--- config.mk ---
export PLATFORM = sky130hd
export DESIGN_NAME = idu
export DESIGN_NICKNAME = d
export VERILOG_FILES = /design/src/hdl/idu_pkg.sv /design/src/hdl/idu_dec_if.sv /design/src/hdl/commit_reg.sv /design/src/hdl/exu_mode_gen.sv /design/src/hdl/idu.sv /design/src/hdl/inst_decoder.sv /design/src/hdl/mem_req_gen.sv /design/src/hdl/pc_ctrl.sv /design/src/hdl/wb_ctrl.sv
export SDC_FILE = /design/constraint.sdc
export NUM_CORES = 1
export LEC_CHECK = 0
export BUFFER_PORTS_ARGS = -buffer_cell sky130_fd_sc_hd__buf_4
export CAP_MARGIN = 20
export CORE_MARGIN = 1.5
export CORE_UTILIZATION = 38
export CTS_CLUSTER_SIZE = 10
export DETAILED_ROUTE_END_ITERATION = 6
export PLACE_DENSITY_LB_ADDON = 0.25
export SETUP_SLACK_MARGIN = 0.05
export SKIP_CTS_REPAIR_TIMING = 1
export SLEW_MARGIN = 20
export SYNTH_ARGS = -nofsm -noshare
export SYNTH_HDL_FRONTEND = slang
export SYNTH_SLANG_ARGS = --single-unit
--- constraint.sdc ---
create_clock -name sys_clk -period 2.8 [get_ports sys_clk]
set_input_delay 0 -clock sys_clk [delete_from_list [all_inputs] [get_ports sys_clk]]
set_output_delay 0 -clock sys_clk [all_outputs]
set_load 0.01 [all_outputs]
--- src/hdl/idu_pkg.sv ---
`default_nettype none

package idu_pkg;

	localparam int xlen        = 32;
	localparam int reg_addr_w  = 5;
	localparam int ifu_state_w = 2;

	// fetch unit holds no instruction
	localparam logic [ifu_state_w-1:0] ifu_idle = 2'b01;

	localparam logic [6:0] opc_op     = 7'b0110011;
	localparam logic [6:0] opc_op_imm = 7'b0010011;
	localparam logic [6:0] opc_load   = 7'b0000011;
	localparam logic [6:0] opc_store  = 7'b0100011;
	localparam logic [6:0] opc_branch = 7'b1100011;
	localparam logic [6:0] opc_lui    = 7'b0110111;
	localparam logic [6:0] opc_auipc  = 7'b0010111;
	localparam logic [6:0] opc_jal    = 7'b1101111;
	localparam logic [6:0] opc_jalr   = 7'b1100111;

	// alu mode word, all zeros is add of two registers
	typedef logic [12:0] exu_mode_t;

	localparam exu_mode_t exu_src_imm = 13'h0001;
	localparam exu_mode_t exu_sub     = 13'h0002;
	localparam exu_mode_t exu_unscmp  = 13'h0004;
	localparam exu_mode_t exu_scmp    = 13'h0008;
	localparam exu_mode_t exu_unssr   = 13'h0010;
	localparam exu_mode_t exu_ssr     = 13'h0020;
	localparam exu_mode_t exu_sl      = 13'h0040;
	localparam exu_mode_t exu_xor     = 13'h0080;
	localparam exu_mode_t exu_and     = 13'h0100;
	localparam exu_mode_t exu_or      = 13'h0200;
	localparam exu_mode_t exu_not     = 13'h0400;

	// compare result from the alu, zero means equal
	localparam logic [xlen-1:0] exu_lt_result = 32'd4;

	typedef enum logic [3:0] {
		op_none, op_alu_r, op_alu_i, op_lui, op_auipc,
		op_jal, op_jalr, op_branch, op_load, op_store
	} op_class_e;

	typedef enum logic [2:0] {
		imm_none, imm_i, imm_u, imm_s, imm_b, imm_j, imm_shamt
	} imm_type_e;

	// 00 one byte, 01 two, 10 four
	typedef logic [1:0] rbyte_num_t;

	typedef struct packed {
		logic                  wen;
		logic [reg_addr_w-1:0] waddr;
		logic [xlen-1:0]       wdata;
	} gpr_wb_t;

	typedef struct packed {
		logic            wen;
		logic [xlen-1:0] wdata;
	} pc_upd_t;

	typedef struct packed {
		logic            valid;
		logic            wen;
		logic [xlen-1:0] raddr;
		logic [xlen-1:0] waddr;
		logic [xlen-1:0] wdata;
		logic [3:0]      wmask;
		rbyte_num_t      rbyte_num;
	} mem_req_t;

endpackage

`default_nettype wire

--- src/hdl/idu_dec_if.sv ---
`timescale 1ns/1ps
`default_nettype none

interface idu_dec_if;
	import idu_pkg::*;

	op_class_e             op_class;
	logic [2:0]            funct3;
	logic                  funct7_b5;
	logic                  funct7_zero;
	logic [reg_addr_w-1:0] rd;
	logic [reg_addr_w-1:0] rs1;
	logic [reg_addr_w-1:0] rs2;
	logic [xlen-1:0]       imm;

	modport producer (output op_class, funct3, funct7_b5, funct7_zero, rd, rs1, rs2, imm);
	modport consumer (input op_class, funct3, funct7_b5, funct7_zero, rd, rs1, rs2, imm);

endinterface

`default_nettype wire

--- src/hdl/commit_reg.sv ---
`timescale 1ns/1ps
`default_nettype none

module commit_reg #(
	parameter type payload_t = logic
) (
	input  wire           sys_clk,
	input  wire           rst_n,
	input  wire payload_t d,
	output payload_t      q
);

	always_ff @(posedge sys_clk or negedge rst_n) begin
		if (!rst_n) begin
			q <= '0;
		end else begin
			q <= d;
		end
	end

endmodule

`default_nettype wire

--- src/hdl/exu_mode_gen.sv ---
`timescale 1ns/1ps
`default_nettype none

module exu_mode_gen (
	idu_dec_if.consumer          dec,
	output idu_pkg::exu_mode_t   exu_mode
);
	import idu_pkg::*;

	exu_mode_t alu_op;

	// operation part, source bit added below
	always_comb begin
		case (dec.funct3)
			3'b000: alu_op = (dec.op_class == op_alu_r && !dec.funct7_zero) ? exu_sub : '0;
			3'b001: alu_op = exu_sl;
			3'b010: alu_op = exu_scmp;
			3'b011: alu_op = exu_unscmp;
			3'b100: alu_op = exu_xor;
			3'b101: alu_op = dec.funct7_b5 ? exu_ssr : exu_unssr;
			3'b110: alu_op = exu_or;
			default: alu_op = exu_and;
		endcase
	end

	always_comb begin
		case (dec.op_class)
			op_alu_r:                   exu_mode = alu_op;
			op_alu_i:                   exu_mode = alu_op | exu_src_imm;
			op_load, op_store, op_jalr: exu_mode = exu_src_imm;
			// blt and bge signed, the rest unsigned
			op_branch: begin
				exu_mode = (dec.funct3[2:1] == 2'b10) ? exu_scmp : exu_unscmp;
			end
			default:                    exu_mode = '0;
		endcase
	end

endmodule

`default_nettype wire

--- src/hdl/idu.sv ---
`timescale 1ns/1ps
`default_nettype none

module idu (
	input  wire                                sys_clk,
	input  wire                                rst_n,
	input  wire  [idu_pkg::xlen-1:0]           inst,
	input  wire  [idu_pkg::xlen-1:0]           gpr_rdata1,
	input  wire  [idu_pkg::xlen-1:0]           gpr_rdata2,
	input  wire  [idu_pkg::xlen-1:0]           exu_data,
	input  wire  [idu_pkg::xlen-1:0]           mem_rdata,
	input  wire  [idu_pkg::xlen-1:0]           pc,
	input  wire  [idu_pkg::ifu_state_w-1:0]    ifu_state,
	output logic [idu_pkg::reg_addr_w-1:0]     gpr_raddr1,
	output logic [idu_pkg::reg_addr_w-1:0]     gpr_raddr2,
	output logic                               gpr_wen,
	output logic [idu_pkg::reg_addr_w-1:0]     gpr_waddr,
	output logic [idu_pkg::xlen-1:0]           gpr_wdata,
	output logic [idu_pkg::xlen-1:0]           imm,
	output logic                               pc_wen,
	output logic [idu_pkg::xlen-1:0]           pc_wdata,
	output idu_pkg::exu_mode_t                 exu_mode,
	output logic                               mem_valid,
	output logic                               mem_wen,
	output logic [idu_pkg::xlen-1:0]           mem_raddr,
	output logic [idu_pkg::xlen-1:0]           mem_waddr,
	output logic [idu_pkg::xlen-1:0]           mem_wdata,
	output logic [3:0]                         mem_wmask,
	output idu_pkg::rbyte_num_t                mem_rbyte_num
);
	import idu_pkg::*;

	gpr_wb_t  wb_d;
	gpr_wb_t  wb_q;
	pc_upd_t  upd_d;
	pc_upd_t  upd_q;
	mem_req_t req_d;
	mem_req_t req_q;

	idu_dec_if dec ();

	inst_decoder u_dec (.inst(inst), .ifu_state(ifu_state), .dec(dec.producer));
	exu_mode_gen u_mode (.dec(dec.consumer), .exu_mode(exu_mode));

	wb_ctrl u_wb (
		.dec(dec.consumer), .pc(pc), .exu_data(exu_data), .mem_rdata(mem_rdata),
		.gpr_raddr1(gpr_raddr1), .gpr_raddr2(gpr_raddr2), .wb(wb_d)
	);

	pc_ctrl u_pc (
		.dec(dec.consumer), .pc(pc), .exu_data(exu_data), .gpr_rdata1(gpr_rdata1), .upd(upd_d)
	);

	mem_req_gen u_mem (
		.dec(dec.consumer), .exu_data(exu_data), .gpr_rdata2(gpr_rdata2), .req(req_d)
	);

	// commit stage, one register per payload
	commit_reg #(.payload_t(gpr_wb_t)) u_wb_reg (
		.sys_clk(sys_clk), .rst_n(rst_n), .d(wb_d), .q(wb_q)
	);
	commit_reg #(.payload_t(pc_upd_t)) u_pc_reg (
		.sys_clk(sys_clk), .rst_n(rst_n), .d(upd_d), .q(upd_q)
	);
	commit_reg #(.payload_t(mem_req_t)) u_mem_reg (
		.sys_clk(sys_clk), .rst_n(rst_n), .d(req_d), .q(req_q)
	);

	assign imm           = dec.imm;
	assign gpr_wen       = wb_q.wen;
	assign gpr_waddr     = wb_q.waddr;
	assign gpr_wdata     = wb_q.wdata;
	assign pc_wen        = upd_q.wen;
	assign pc_wdata      = upd_q.wdata;
	assign mem_valid     = req_q.valid;
	assign mem_wen       = req_q.wen;
	assign mem_raddr     = req_q.raddr;
	assign mem_waddr     = req_q.waddr;
	assign mem_wdata     = req_q.wdata;
	assign mem_wmask     = req_q.wmask;
	assign mem_rbyte_num = req_q.rbyte_num;

endmodule

`default_nettype wire

--- src/hdl/inst_decoder.sv ---
`timescale 1ns/1ps
`default_nettype none

module inst_decoder (
	input  wire [idu_pkg::xlen-1:0]        inst,
	input  wire [idu_pkg::ifu_state_w-1:0] ifu_state,
	idu_dec_if.producer                    dec
);
	import idu_pkg::*;

	logic [6:0] opcode;
	logic [2:0] funct3;
	logic [6:0] funct7;
	op_class_e  cls_raw;
	op_class_e  cls;
	imm_type_e  imm_type;

	assign opcode = inst[6:0];
	assign funct3 = inst[14:12];
	assign funct7 = inst[31:25];

	always_comb begin
		cls_raw = op_none;
		case (opcode)
			opc_op: begin
				if (funct7 == 7'b0000000 ||
				    (funct7 == 7'b0100000 && (funct3 == 3'b000 || funct3 == 3'b101))) begin
					cls_raw = op_alu_r;
				end
			end
			opc_op_imm: begin
				// srai keeps bit 25 as shamt[5]
				if ((funct3 != 3'b001 && funct3 != 3'b101) ||
				    (funct7 == 7'b0000000) ||
				    (funct3 == 3'b101 && funct7[6:1] == 6'b010000)) begin
					cls_raw = op_alu_i;
				end
			end
			opc_load: begin
				if (funct3 != 3'b011 && funct3[2:1] != 2'b11) begin
					cls_raw = op_load;
				end
			end
			opc_store: begin
				if (!funct3[2] && funct3 != 3'b011) begin
					cls_raw = op_store;
				end
			end
			opc_branch: begin
				if (funct3[2:1] != 2'b01) begin
					cls_raw = op_branch;
				end
			end
			opc_jalr: begin
				if (funct3 == 3'b000) begin
					cls_raw = op_jalr;
				end
			end
			opc_lui:   cls_raw = op_lui;
			opc_auipc: cls_raw = op_auipc;
			opc_jal:   cls_raw = op_jal;
			default:   cls_raw = op_none;
		endcase
	end

	assign cls = (ifu_state == ifu_idle) ? op_none : cls_raw;

	always_comb begin
		case (cls)
			op_alu_i:          imm_type = (funct3 == 3'b101) ? imm_shamt : imm_i;
			op_load, op_jalr:  imm_type = imm_i;
			op_lui, op_auipc:  imm_type = imm_u;
			op_store:          imm_type = imm_s;
			op_branch:         imm_type = imm_b;
			op_jal:            imm_type = imm_j;
			default:           imm_type = imm_none;
		endcase
	end

	always_comb begin
		case (imm_type)
			imm_i:     dec.imm = {{20{inst[31]}}, inst[31:20]};
			imm_u:     dec.imm = {inst[31:12], 12'b0};
			imm_s:     dec.imm = {{20{inst[31]}}, inst[31:25], inst[11:7]};
			imm_b:     dec.imm = {{20{inst[31]}}, inst[7], inst[30:25], inst[11:8], 1'b0};
			imm_j:     dec.imm = {{12{inst[31]}}, inst[19:12], inst[20], inst[30:21], 1'b0};
			imm_shamt: dec.imm = {26'b0, inst[25:20]};
			default:   dec.imm = '0;
		endcase
	end

	assign dec.op_class    = cls;
	assign dec.funct3      = funct3;
	assign dec.funct7_b5   = funct7[5];
	assign dec.funct7_zero = (funct7 == 7'b0000000);
	assign dec.rd          = inst[11:7];
	assign dec.rs1         = inst[19:15];
	assign dec.rs2         = inst[24:20];

endmodule

`default_nettype wire

--- src/hdl/mem_req_gen.sv ---
`timescale 1ns/1ps
`default_nettype none

module mem_req_gen (
	idu_dec_if.consumer             dec,
	input  wire [idu_pkg::xlen-1:0] exu_data,
	input  wire [idu_pkg::xlen-1:0] gpr_rdata2,
	output idu_pkg::mem_req_t       req
);
	import idu_pkg::*;

	logic [xlen-1:0]   lane0_data;
	logic [3:0]        lane0_mask;
	logic [1:0]        rot;
	logic [2*xlen-1:0] data_dbl;
	logic [7:0]        mask_dbl;

	always_comb begin
		case (dec.funct3)
			3'b000: begin
				lane0_data = {24'b0, gpr_rdata2[7:0]};
				lane0_mask = 4'b0001;
			end
			3'b001: begin
				lane0_data = {16'b0, gpr_rdata2[15:0]};
				lane0_mask = 4'b0011;
			end
			default: begin
				lane0_data = gpr_rdata2;
				lane0_mask = 4'b1111;
			end
		endcase
	end

	// sb and sh rotate left one lane per byte, so sh at offset 3 wraps to lane 0
	assign rot      = (dec.funct3 == 3'b010) ? 2'b00 : exu_data[1:0];
	assign data_dbl = {lane0_data, lane0_data} << {rot, 3'b000};
	assign mask_dbl = {lane0_mask, lane0_mask} << rot;

	always_comb begin
		req = '0;
		if (dec.op_class == op_load) begin
			req.valid     = 1'b1;
			req.raddr     = exu_data;
			req.rbyte_num = rbyte_num_t'(dec.funct3[1:0]);
		end else if (dec.op_class == op_store) begin
			req.wen   = 1'b1;
			req.waddr = exu_data;
			req.wdata = data_dbl[2*xlen-1:xlen];
			req.wmask = mask_dbl[7:4];
		end
	end

endmodule

`default_nettype wire

--- src/hdl/pc_ctrl.sv ---
`timescale 1ns/1ps
`default_nettype none

module pc_ctrl (
	idu_dec_if.consumer             dec,
	input  wire [idu_pkg::xlen-1:0] pc,
	input  wire [idu_pkg::xlen-1:0] exu_data,
	input  wire [idu_pkg::xlen-1:0] gpr_rdata1,
	output idu_pkg::pc_upd_t        upd
);
	import idu_pkg::*;

	logic            taken;
	logic [xlen-1:0] pc_rel;
	logic [xlen-1:0] reg_rel;

	assign pc_rel  = pc + dec.imm;
	assign reg_rel = gpr_rdata1 + dec.imm;

	always_comb begin
		case (dec.funct3)
			3'b000:         taken = (exu_data == '0);
			3'b001:         taken = (exu_data != '0);
			3'b100, 3'b110: taken = (exu_data == exu_lt_result);
			default:        taken = (exu_data != exu_lt_result);
		endcase
	end

	always_comb begin
		upd = '0;
		case (dec.op_class)
			op_jal: begin
				upd.wen   = 1'b1;
				upd.wdata = pc_rel;
			end
			op_jalr: begin
				upd.wen   = 1'b1;
				upd.wdata = {reg_rel[xlen-1:1], 1'b0};
			end
			op_branch: begin
				upd.wen   = taken;
				upd.wdata = taken ? pc_rel : '0;
			end
			default: upd = '0;
		endcase
	end

endmodule

`default_nettype wire

--- src/hdl/wb_ctrl.sv ---
`timescale 1ns/1ps
`default_nettype none

module wb_ctrl (
	idu_dec_if.consumer                     dec,
	input  wire [idu_pkg::xlen-1:0]         pc,
	input  wire [idu_pkg::xlen-1:0]         exu_data,
	input  wire [idu_pkg::xlen-1:0]         mem_rdata,
	output logic [idu_pkg::reg_addr_w-1:0]  gpr_raddr1,
	output logic [idu_pkg::reg_addr_w-1:0]  gpr_raddr2,
	output idu_pkg::gpr_wb_t                wb
);
	import idu_pkg::*;

	logic [xlen-1:0] alu_val;
	logic [xlen-1:0] load_val;
	logic            slt_op;

	assign gpr_raddr1 = (dec.op_class inside {op_alu_r, op_alu_i, op_jalr, op_branch,
		op_load, op_store}) ? dec.rs1 : '0;
	assign gpr_raddr2 = (dec.op_class inside {op_alu_r, op_branch, op_store}) ? dec.rs2 : '0;

	// slt family writes a flag
	assign slt_op  = (dec.funct3[2:1] == 2'b01);
	assign alu_val = slt_op ? {{(xlen-1){1'b0}}, exu_data == exu_lt_result} : exu_data;

	always_comb begin
		case (dec.funct3)
			3'b000:  load_val = {{24{mem_rdata[7]}}, mem_rdata[7:0]};
			3'b001:  load_val = {{16{mem_rdata[15]}}, mem_rdata[15:0]};
			3'b100:  load_val = {24'b0, mem_rdata[7:0]};
			3'b101:  load_val = {16'b0, mem_rdata[15:0]};
			default: load_val = mem_rdata;
		endcase
	end

	always_comb begin
		wb = '0;
		case (dec.op_class)
			op_alu_r, op_alu_i: wb.wdata = alu_val;
			op_lui:             wb.wdata = dec.imm;
			op_auipc:           wb.wdata = pc + dec.imm;
			op_jal, op_jalr:    wb.wdata = pc + xlen'(4);
			op_load:            wb.wdata = load_val;
			default:            wb.wdata = '0;
		endcase
		wb.wen = dec.op_class inside {op_alu_r, op_alu_i, op_lui, op_auipc, op_jal, op_jalr,
			op_load};
		if (wb.wen) begin
			wb.waddr = dec.rd;
		end
	end

endmodule

`default_nettype wire

==> flow_summary_export.csv, run 1 <==
group,metric,value,unit
outcome,status,"finished with violations",
outcome,violations,"hold timing, setup timing",
timing,fin_ws,-1.20,ns
timing,post-route-period-util,143,%
clocking,clk_path_buf_depth,2,
floorplan,row_count,65,
clocking,cts.htree.levels,4,
cells_and_area,stdcell_count,2697,
synth,syn-cell-area,12400,um2
critical_path,critPathKind,"primary input to flop",
clocking,cts_buffers,17,
min_path,hold_start,"gpr_rdata2[24]",
place,hpwl,47300,um
critical_path,critPathCaptureType,"flop",
power,ir_worst_vdd,0.414,mV
route,wire_per_inst,22.8,um
route,drt_iter0_markers,1392,
critical_path,path_max_fanout,5,
timing,final_hold_viol_count,12,
global_route,grt_overflow,0,
global_route,antenna_found_initial,3,
global_route,grt_pass1_wl,86500,um
min_path,min_to,"u_mem_reg.q[14]",
global_route,grt_pass1_vias,14600,
synth,synth_cell_types,98,
global_route,grt_usage,34.2,%
route,wl,61400,um
floorplan,initial_core_util,38.8,%
timing,fmax,0.250,GHz
synth,ys_seq_area_share,35.5,%
route,final_antenna_net_count,0,
floorplan,io_pins,426,
route,drc,0,
floorplan,fp.dieW,183,um
synth,synth_edf_count,0,
route,vias,15400,
floorplan,die_h,183,um
cells_and_area,nFillCells,2527,
timing,final_max_slew_viol_count,0,
timing,hold_ws,-0.0318,ns
route,wl_met1,25000,um
critical_path,critPathLaunchType,"primary input",
min_path,hp-class,"primary input to flop",
floorplan,core-area,31800,um2
route,top_layer,"met4",
route,drt-vias-per-instance,5.72,
timing,rsz0062_at_grt,"yes",
global_route,grt_max_degree,71,
min_path,hold_path_depth,5,
place,port_buffers,422,
critical_path,arrival,4.35,ns
synth,syn_avg_cell_area,8.58,um2
place,gp_congestion,1.03,
route,wl_met3,4560,um
clocking,clockRootBuffer,"clkbuf_16",
route,dr.pass1.iters,6,
cells_and_area,mostFrequentLayoutCells,"774 x buf_4, 175 x dfrtp_1, 111 x nor2_1, 99 x nand2_1, 88 x and3_1",
timing,max_slew_margin,57.8,%
timing,setup_tns,-46.89,ns
timing,period_needed,4.00,ns
synth,synth-async-reset-ratio,100,%
cells_and_area,fin_nets,2489,
synth,synthCells,1439,
power,p_per_area,299,nW/um2
cells_and_area,area_delta_synth_final,75.1,%
critical_path,crit_required,3.15,ns
cells_and_area,drive_above_1_share,48.6,%
synth,ys_warn_count,0,
run,cap_violations,0,
clocking,path_clk_slew,0.09,ns
cells_and_area,final_common_cell,"buf_4",
synth,synthFlopType,"dfrtp_1",
clocking,cts_tree,"built",
place,dp.cells,2566,
synth,ys_ff_latch,175,
clocking,cts.sinks,175,
timing,setup_viol,57,
power,leakage,0.0110,uW
timing,worst_pin_slew,0.633,ns
floorplan,die-area,33600,um2
route,met2_length,28800,um
power by group:
part | internal [uW] | total, uW | switching, uW
logic | 653 | 1410 | 758
registers | 2530 | 2540 | 3.32
clock network | 1220 | 2520 | 1300
total | 4410 | 6460 | 2060
final cells by class:
class	instances	area [um2]	area share, %
Antenna cell	2	5.00	0.0231
Clock buffer	17	425	1.97
Sequential cell	175	4380	20.2
Tap cell	435	544	2.52
Multi-Input combinational cell	1132	8890	41.1
Timing Repair Buffer	886	7070	32.7
Inverter	35	131	0.607
Clock inverter	15	186	0.862
worst max-delay path by stage:
stage	from	end	slack, ns	depth (start not counted)
2_1_floorplan	inst[31]	u_pc_reg.q[30]	-1.24	22
3_3_place_gp	inst[31]	u_wb_reg.q[28]	-1.59	20
3_5_place_dp	inst[31]	u_pc_reg.q[30]	-1.72	21
4_1_cts	inst[31]	u_pc_reg.q[30]	-1.23	21
5_1_grt	inst[27]	u_wb_reg.q[24]	-1.35	22
6_report	inst[27]	u_wb_reg.q[28]	-1.20	20
routing by layer:
layer  vias up  global-route usage, %
met1      7513                   44.9
met5         -                      0
met3       167                   4.94
met2       846                   56.0
met4         0                   14.8
li1       6910                      -
cell families after synthesis:
family | Yosys count | synth area share (%)
AO/OA/AOI/OAI | 461 | 25.8
AND/OR/NAND/NOR | 502 | 20.6
flip-flops | 175 | 35.5
multiplexers | 2 | 0.162
XOR/XNOR | 101 | 7.31
adder cells (fa/ha/maj) | 63 | 6.08
other | 1 | 0.0304
buffers and inverters | 134 | 4.50
critical path, stage by stage:
cell and delay, ns:
buf_6 0.09, or4_4 0.61, a211oi_4 0.20, o311ai_2 0.15
and2_4 0.23, a211oi_4 0.38, and2_4 0.25, ha_4 0.20
a21o_1 0.16, a21o_1 0.18, a21oi_2 0.15, inv_1 0.06
maj3_2 0.31, a21oi_2 0.14, o21ai_1 0.09, a21oi_2 0.24
o311ai_2 0.15, a31o_2 0.29, xor2_1 0.15, a221o_1 0.29
Yosys cell counts, types with 6 or more instances:
cell,n,area [um2]
nand3_1,43,215
nor2_1,118,443
a22o_1,8,70.1
nor2b_1,15,93.8
nand4_1,17,106
a221oi_1,19,166
o21ai_1,7,35.0
o21ai_0,79,395
a31o_2,6,52.6
or2_2,8,50.1
a211oi_1,35,263
xor2_1,47,412
a221o_1,10,100
o21a_1,9,67.6
o221ai_1,6,52.6
a21o_1,41,308
buf_4,8,60.1
clkbuf_1,78,293
and3_1,91,569
inv_1,31,116
and2_1,34,213
nand2b_1,15,93.8
a31oi_1,15,93.8
nor3_1,17,85.1
a21oi_1,113,566
maj3_1,13,130
o211ai_1,11,82.6
nor4_1,10,62.6
nand2_1,113,424
dfrtp_1,175,4380
o22ai_1,33,206
xnor2_1,53,464
buf_2,6,30.0
ha_1,46,576
registers in the layout (all words and copies together), names as in the netlist:
signal       cells
u_mem_reg.q    104
u_pc_reg.q      33
u_wb_reg.q      38
stage by stage:
stage,total power (uW),setup slack [ns],utilization [%],cell area [um2]
finish,6460,-1.20,68.0,21600
global route,6680,-1.35,68.0,21600
CTS,6310,-1.23,61.6,19600
detailed placement,3800,-1.72,59.7,19000
global placement,3790,-1.59,59.7,19000
floorplan,3070,-1.24,-,12900
No activity file was read; power rests on OpenSTA's default activity.
==> run 2, diff against run 1 <==
- ABC_AREA: default -> 1
- SLEW_MARGIN: 20 -> default
==> flow_summary_export.csv, run 2 <==
group,metric,value,unit
outcome,violations,"hold timing, setup timing",
timing,fmax,0.343,GHz
route,final_antenna_net_count,0,
synth,syn_avg_cell_area,6.47,um2
floorplan,fp.dieW,196,um
run,cap_violations,0,
timing,setup_tns,-1.01,ns
min_path,hp-class,"primary input to flop",
clocking,clockRootBuffer,"clkbuf_16",
cells_and_area,largest_register_ffs,104,
global_route,grt_usage,35.4,%
synth,ys_ff_latch,175,
critical_path,cpLargestDelayFamily,"simple AND/OR/NAND/NOR gates",
clocking,cts_buffers,17,
power,leakage,0.0135,uW
route,vias,19100,
synth,synthCells,2180,
timing,fin_ws,-0.116,ns
clocking,cts.htree.levels,4,
floorplan,die_h,196,um
route,drt_iter0_markers,1674,
floorplan,core-area,36600,um2
route,wl,73600,um
synth,syn-cell-area,14100,um2
timing,setup_viol,20,
global_route,grt_overflow,0,
critical_path,critical_path.endpoint,"u_pc_reg.q[20]",
clocking,cts_tree,"built",
clocking,path_clk_slew,0.07,ns
critical_path,path_max_fanout,5,
critical_path,crit_required,3.14,ns
route,wire_per_inst,21.1,um
critical_path,arrival,3.25,ns
cells_and_area,drive_above_1_share,45.9,%
route,drt-vias-per-instance,5.46,
timing,final_hold_viol_count,9,
power,p_per_area,275,nW/um2
synth,synth.most_common_cell,"nand2_1",
timing,final_max_slew_viol_count,0,
cells_and_area,reg_top3,"u_mem_reg.q: 104 flops, u_wb_reg.q: 38 flops, u_pc_reg.q: 33 flops",
critical_path,cp_slowest_cell,"or3_4",
timing,hold_ws,-0.0402,ns
timing,post-route-period-util,104,%
critical_path,cpPeakStageDelay,0.39,ns
synth,synthTopCellsByCount,"584 x nand2_1, 304 x inv_1, 266 x nor2_1",
synth,synth_area_leader_cell,"dfrtp_1",
min_path,hold_start,"mem_rdata[8]",
cells_and_area,multi_input_area,10800,um2
cells_and_area,fin_util,67.3,%
route,dr.pass1.iters,5,
critical_path,crit_cells,27,
outcome,status,"finished with violations",
synth,synthFlopType,"dfrtp_1",
timing,period_needed,2.92,ns
cells_and_area,fin_nets,3250,
critical_path,critPathKind,"primary input to flop",
route,drc,0,
synth,synth_cell_types,61,
power,ir_worst_vdd,0.314,mV
synth,ys_seq_area_share,31.1,%
synth,ys_warn_count,0,
cells_and_area,stdcell_count,3491,
cells_and_area,mostFrequentLayoutCells,"740 x buf_4, 423 x nand2_1, 271 x inv_1, 218 x nor2_1, 175 x dfrtp_1",
synth,synth_edf_count,0,
timing,worst_pin_slew,0.860,ns
floorplan,io_pins,426,
cells_and_area,area_delta_synth_final,74.8,%
critical_path,worst-path-buf-inv,6,
timing,max_slew_margin,42.6,%
synth,synth-async-reset-ratio,100,%
timing,rsz0062_at_grt,"yes",
global_route,antenna_found_initial,3,
synth,yosysTopAreaCellShare,31.1,%
global_route,grt_pass1_wl,102000,um
place,port_buffers,422,
cells_and_area,nFillCells,3113,
min_path,hold_path_depth,5,
floorplan,initial_core_util,38.5,%
clocking,cts.sinks,175,
synth,yosys-top-cells-area,"dfrtp_1 31%, nand2_1 16%, inv_1 8.1%",
place,gp_congestion,0.993,
floorplan,row_count,70,
global_route,grt_pass1_vias,17300,
clocking,clk_path_buf_depth,2,
critical_path,critPathCaptureType,"flop",
cells_and_area,regMostFlops,"u_mem_reg.q",
critical_path,critPathLaunchType,"primary input",
cells_and_area,area.sequential,4380,um2
cells_and_area,final_common_cell,"buf_4",
place,dp.cells,3339,
floorplan,die-area,38300,um2
global_route,grt_max_degree,70,
critical_path,startpoint,"inst[3]",
place,hpwl,57000,um
[run 2: changes by cell type in the layout (fill, tap and decap cells not counted), moves of 40 or more]
cell     change
nand2_1    +324
nand3_1     +80
inv_2       +40
nand2_2    +138
nand3_2     +58
nand2_4     +50
inv_1      +241
and3_1      -87
nor2_1     +107
[run 2: worst min-delay path, delay by kind of cell]
family,cells,cell delay (ns)
compound gates,2,0.19
simple gates,2,0.12
buf+inv,1,0.08
[run 2: where the power goes]
part           internal, uW  leakage (uW)  switching (uW)  total [uW]
registers              2540       0.00244            4.54        2540
logic                   777        0.0108            1020        1800
clock network          1180      0.000270            1250        2430
[run 2: metrics by stage]
stage | total power, uW | cell area [um2] | setup WS [ns]
after floorplan | 3220 | 14700 | -0.179
final | 6770 | 24700 | -0.116
after global placement | 4040 | 20800 | -0.799
after global routing | 7000 | 24700 | -0.213
after CTS | 6460 | 21400 | -0.325
after detailed placement | 4050 | 20800 | -0.794
[run 2: worst min-delay path by stage]
| stage | endpoint | slack, ns |
|---|---|---|
| after floorplan | u_mem_reg.q[0] | -0.30 |
| after global placement | u_mem_reg.q[59] | 0.05 |
| after detailed placement | u_mem_reg.q[81] | 0.05 |
| after CTS | u_mem_reg.q[59] | -0.44 |
| after global routing | u_wb_reg.q[22] | 0.005 |
| final | u_wb_reg.q[8] | -0.04 |
[run 2: cell families (layout without fill, tap and decap cells)]
family                   Yosys count  count (layout)  share of synthesized area, %
XOR/XNOR                          21              21                          1.30
other                              1               5                        0.0266
AO/OA/AOI/OAI                    282             282                          11.9
buffers and inverters            392            1230                          10.8
AND/OR/NAND/NOR                 1263            1264                          40.9
flip-flops                       175             175                          31.1
adder cells (fa/ha/maj)           46              46                          4.08
[run 2: cell type report]
| type | instances | area share [%] |
|---|---|---|
| Antenna cell | 2 | 0.0203 |
| Clock buffer | 18 | 1.74 |
| Clock inverter | 14 | 0.579 |
| Inverter | 332 | 5.24 |
| Multi-Input combinational cell | 1616 | 43.6 |
| Sequential cell | 175 | 17.8 |
| Tap cell | 468 | 2.38 |
| Timing Repair Buffer | 866 | 28.7 |
[run 2: layer usage]
layer	GRT usage (%)	up-vias	part of all wire, %
li1	-	8707	-
met1	47.1	9141	41
met2	57.6	1009	47
met3	5.42	193	8.1
met4	14.5	2	4.3
met5	0	-	0.016
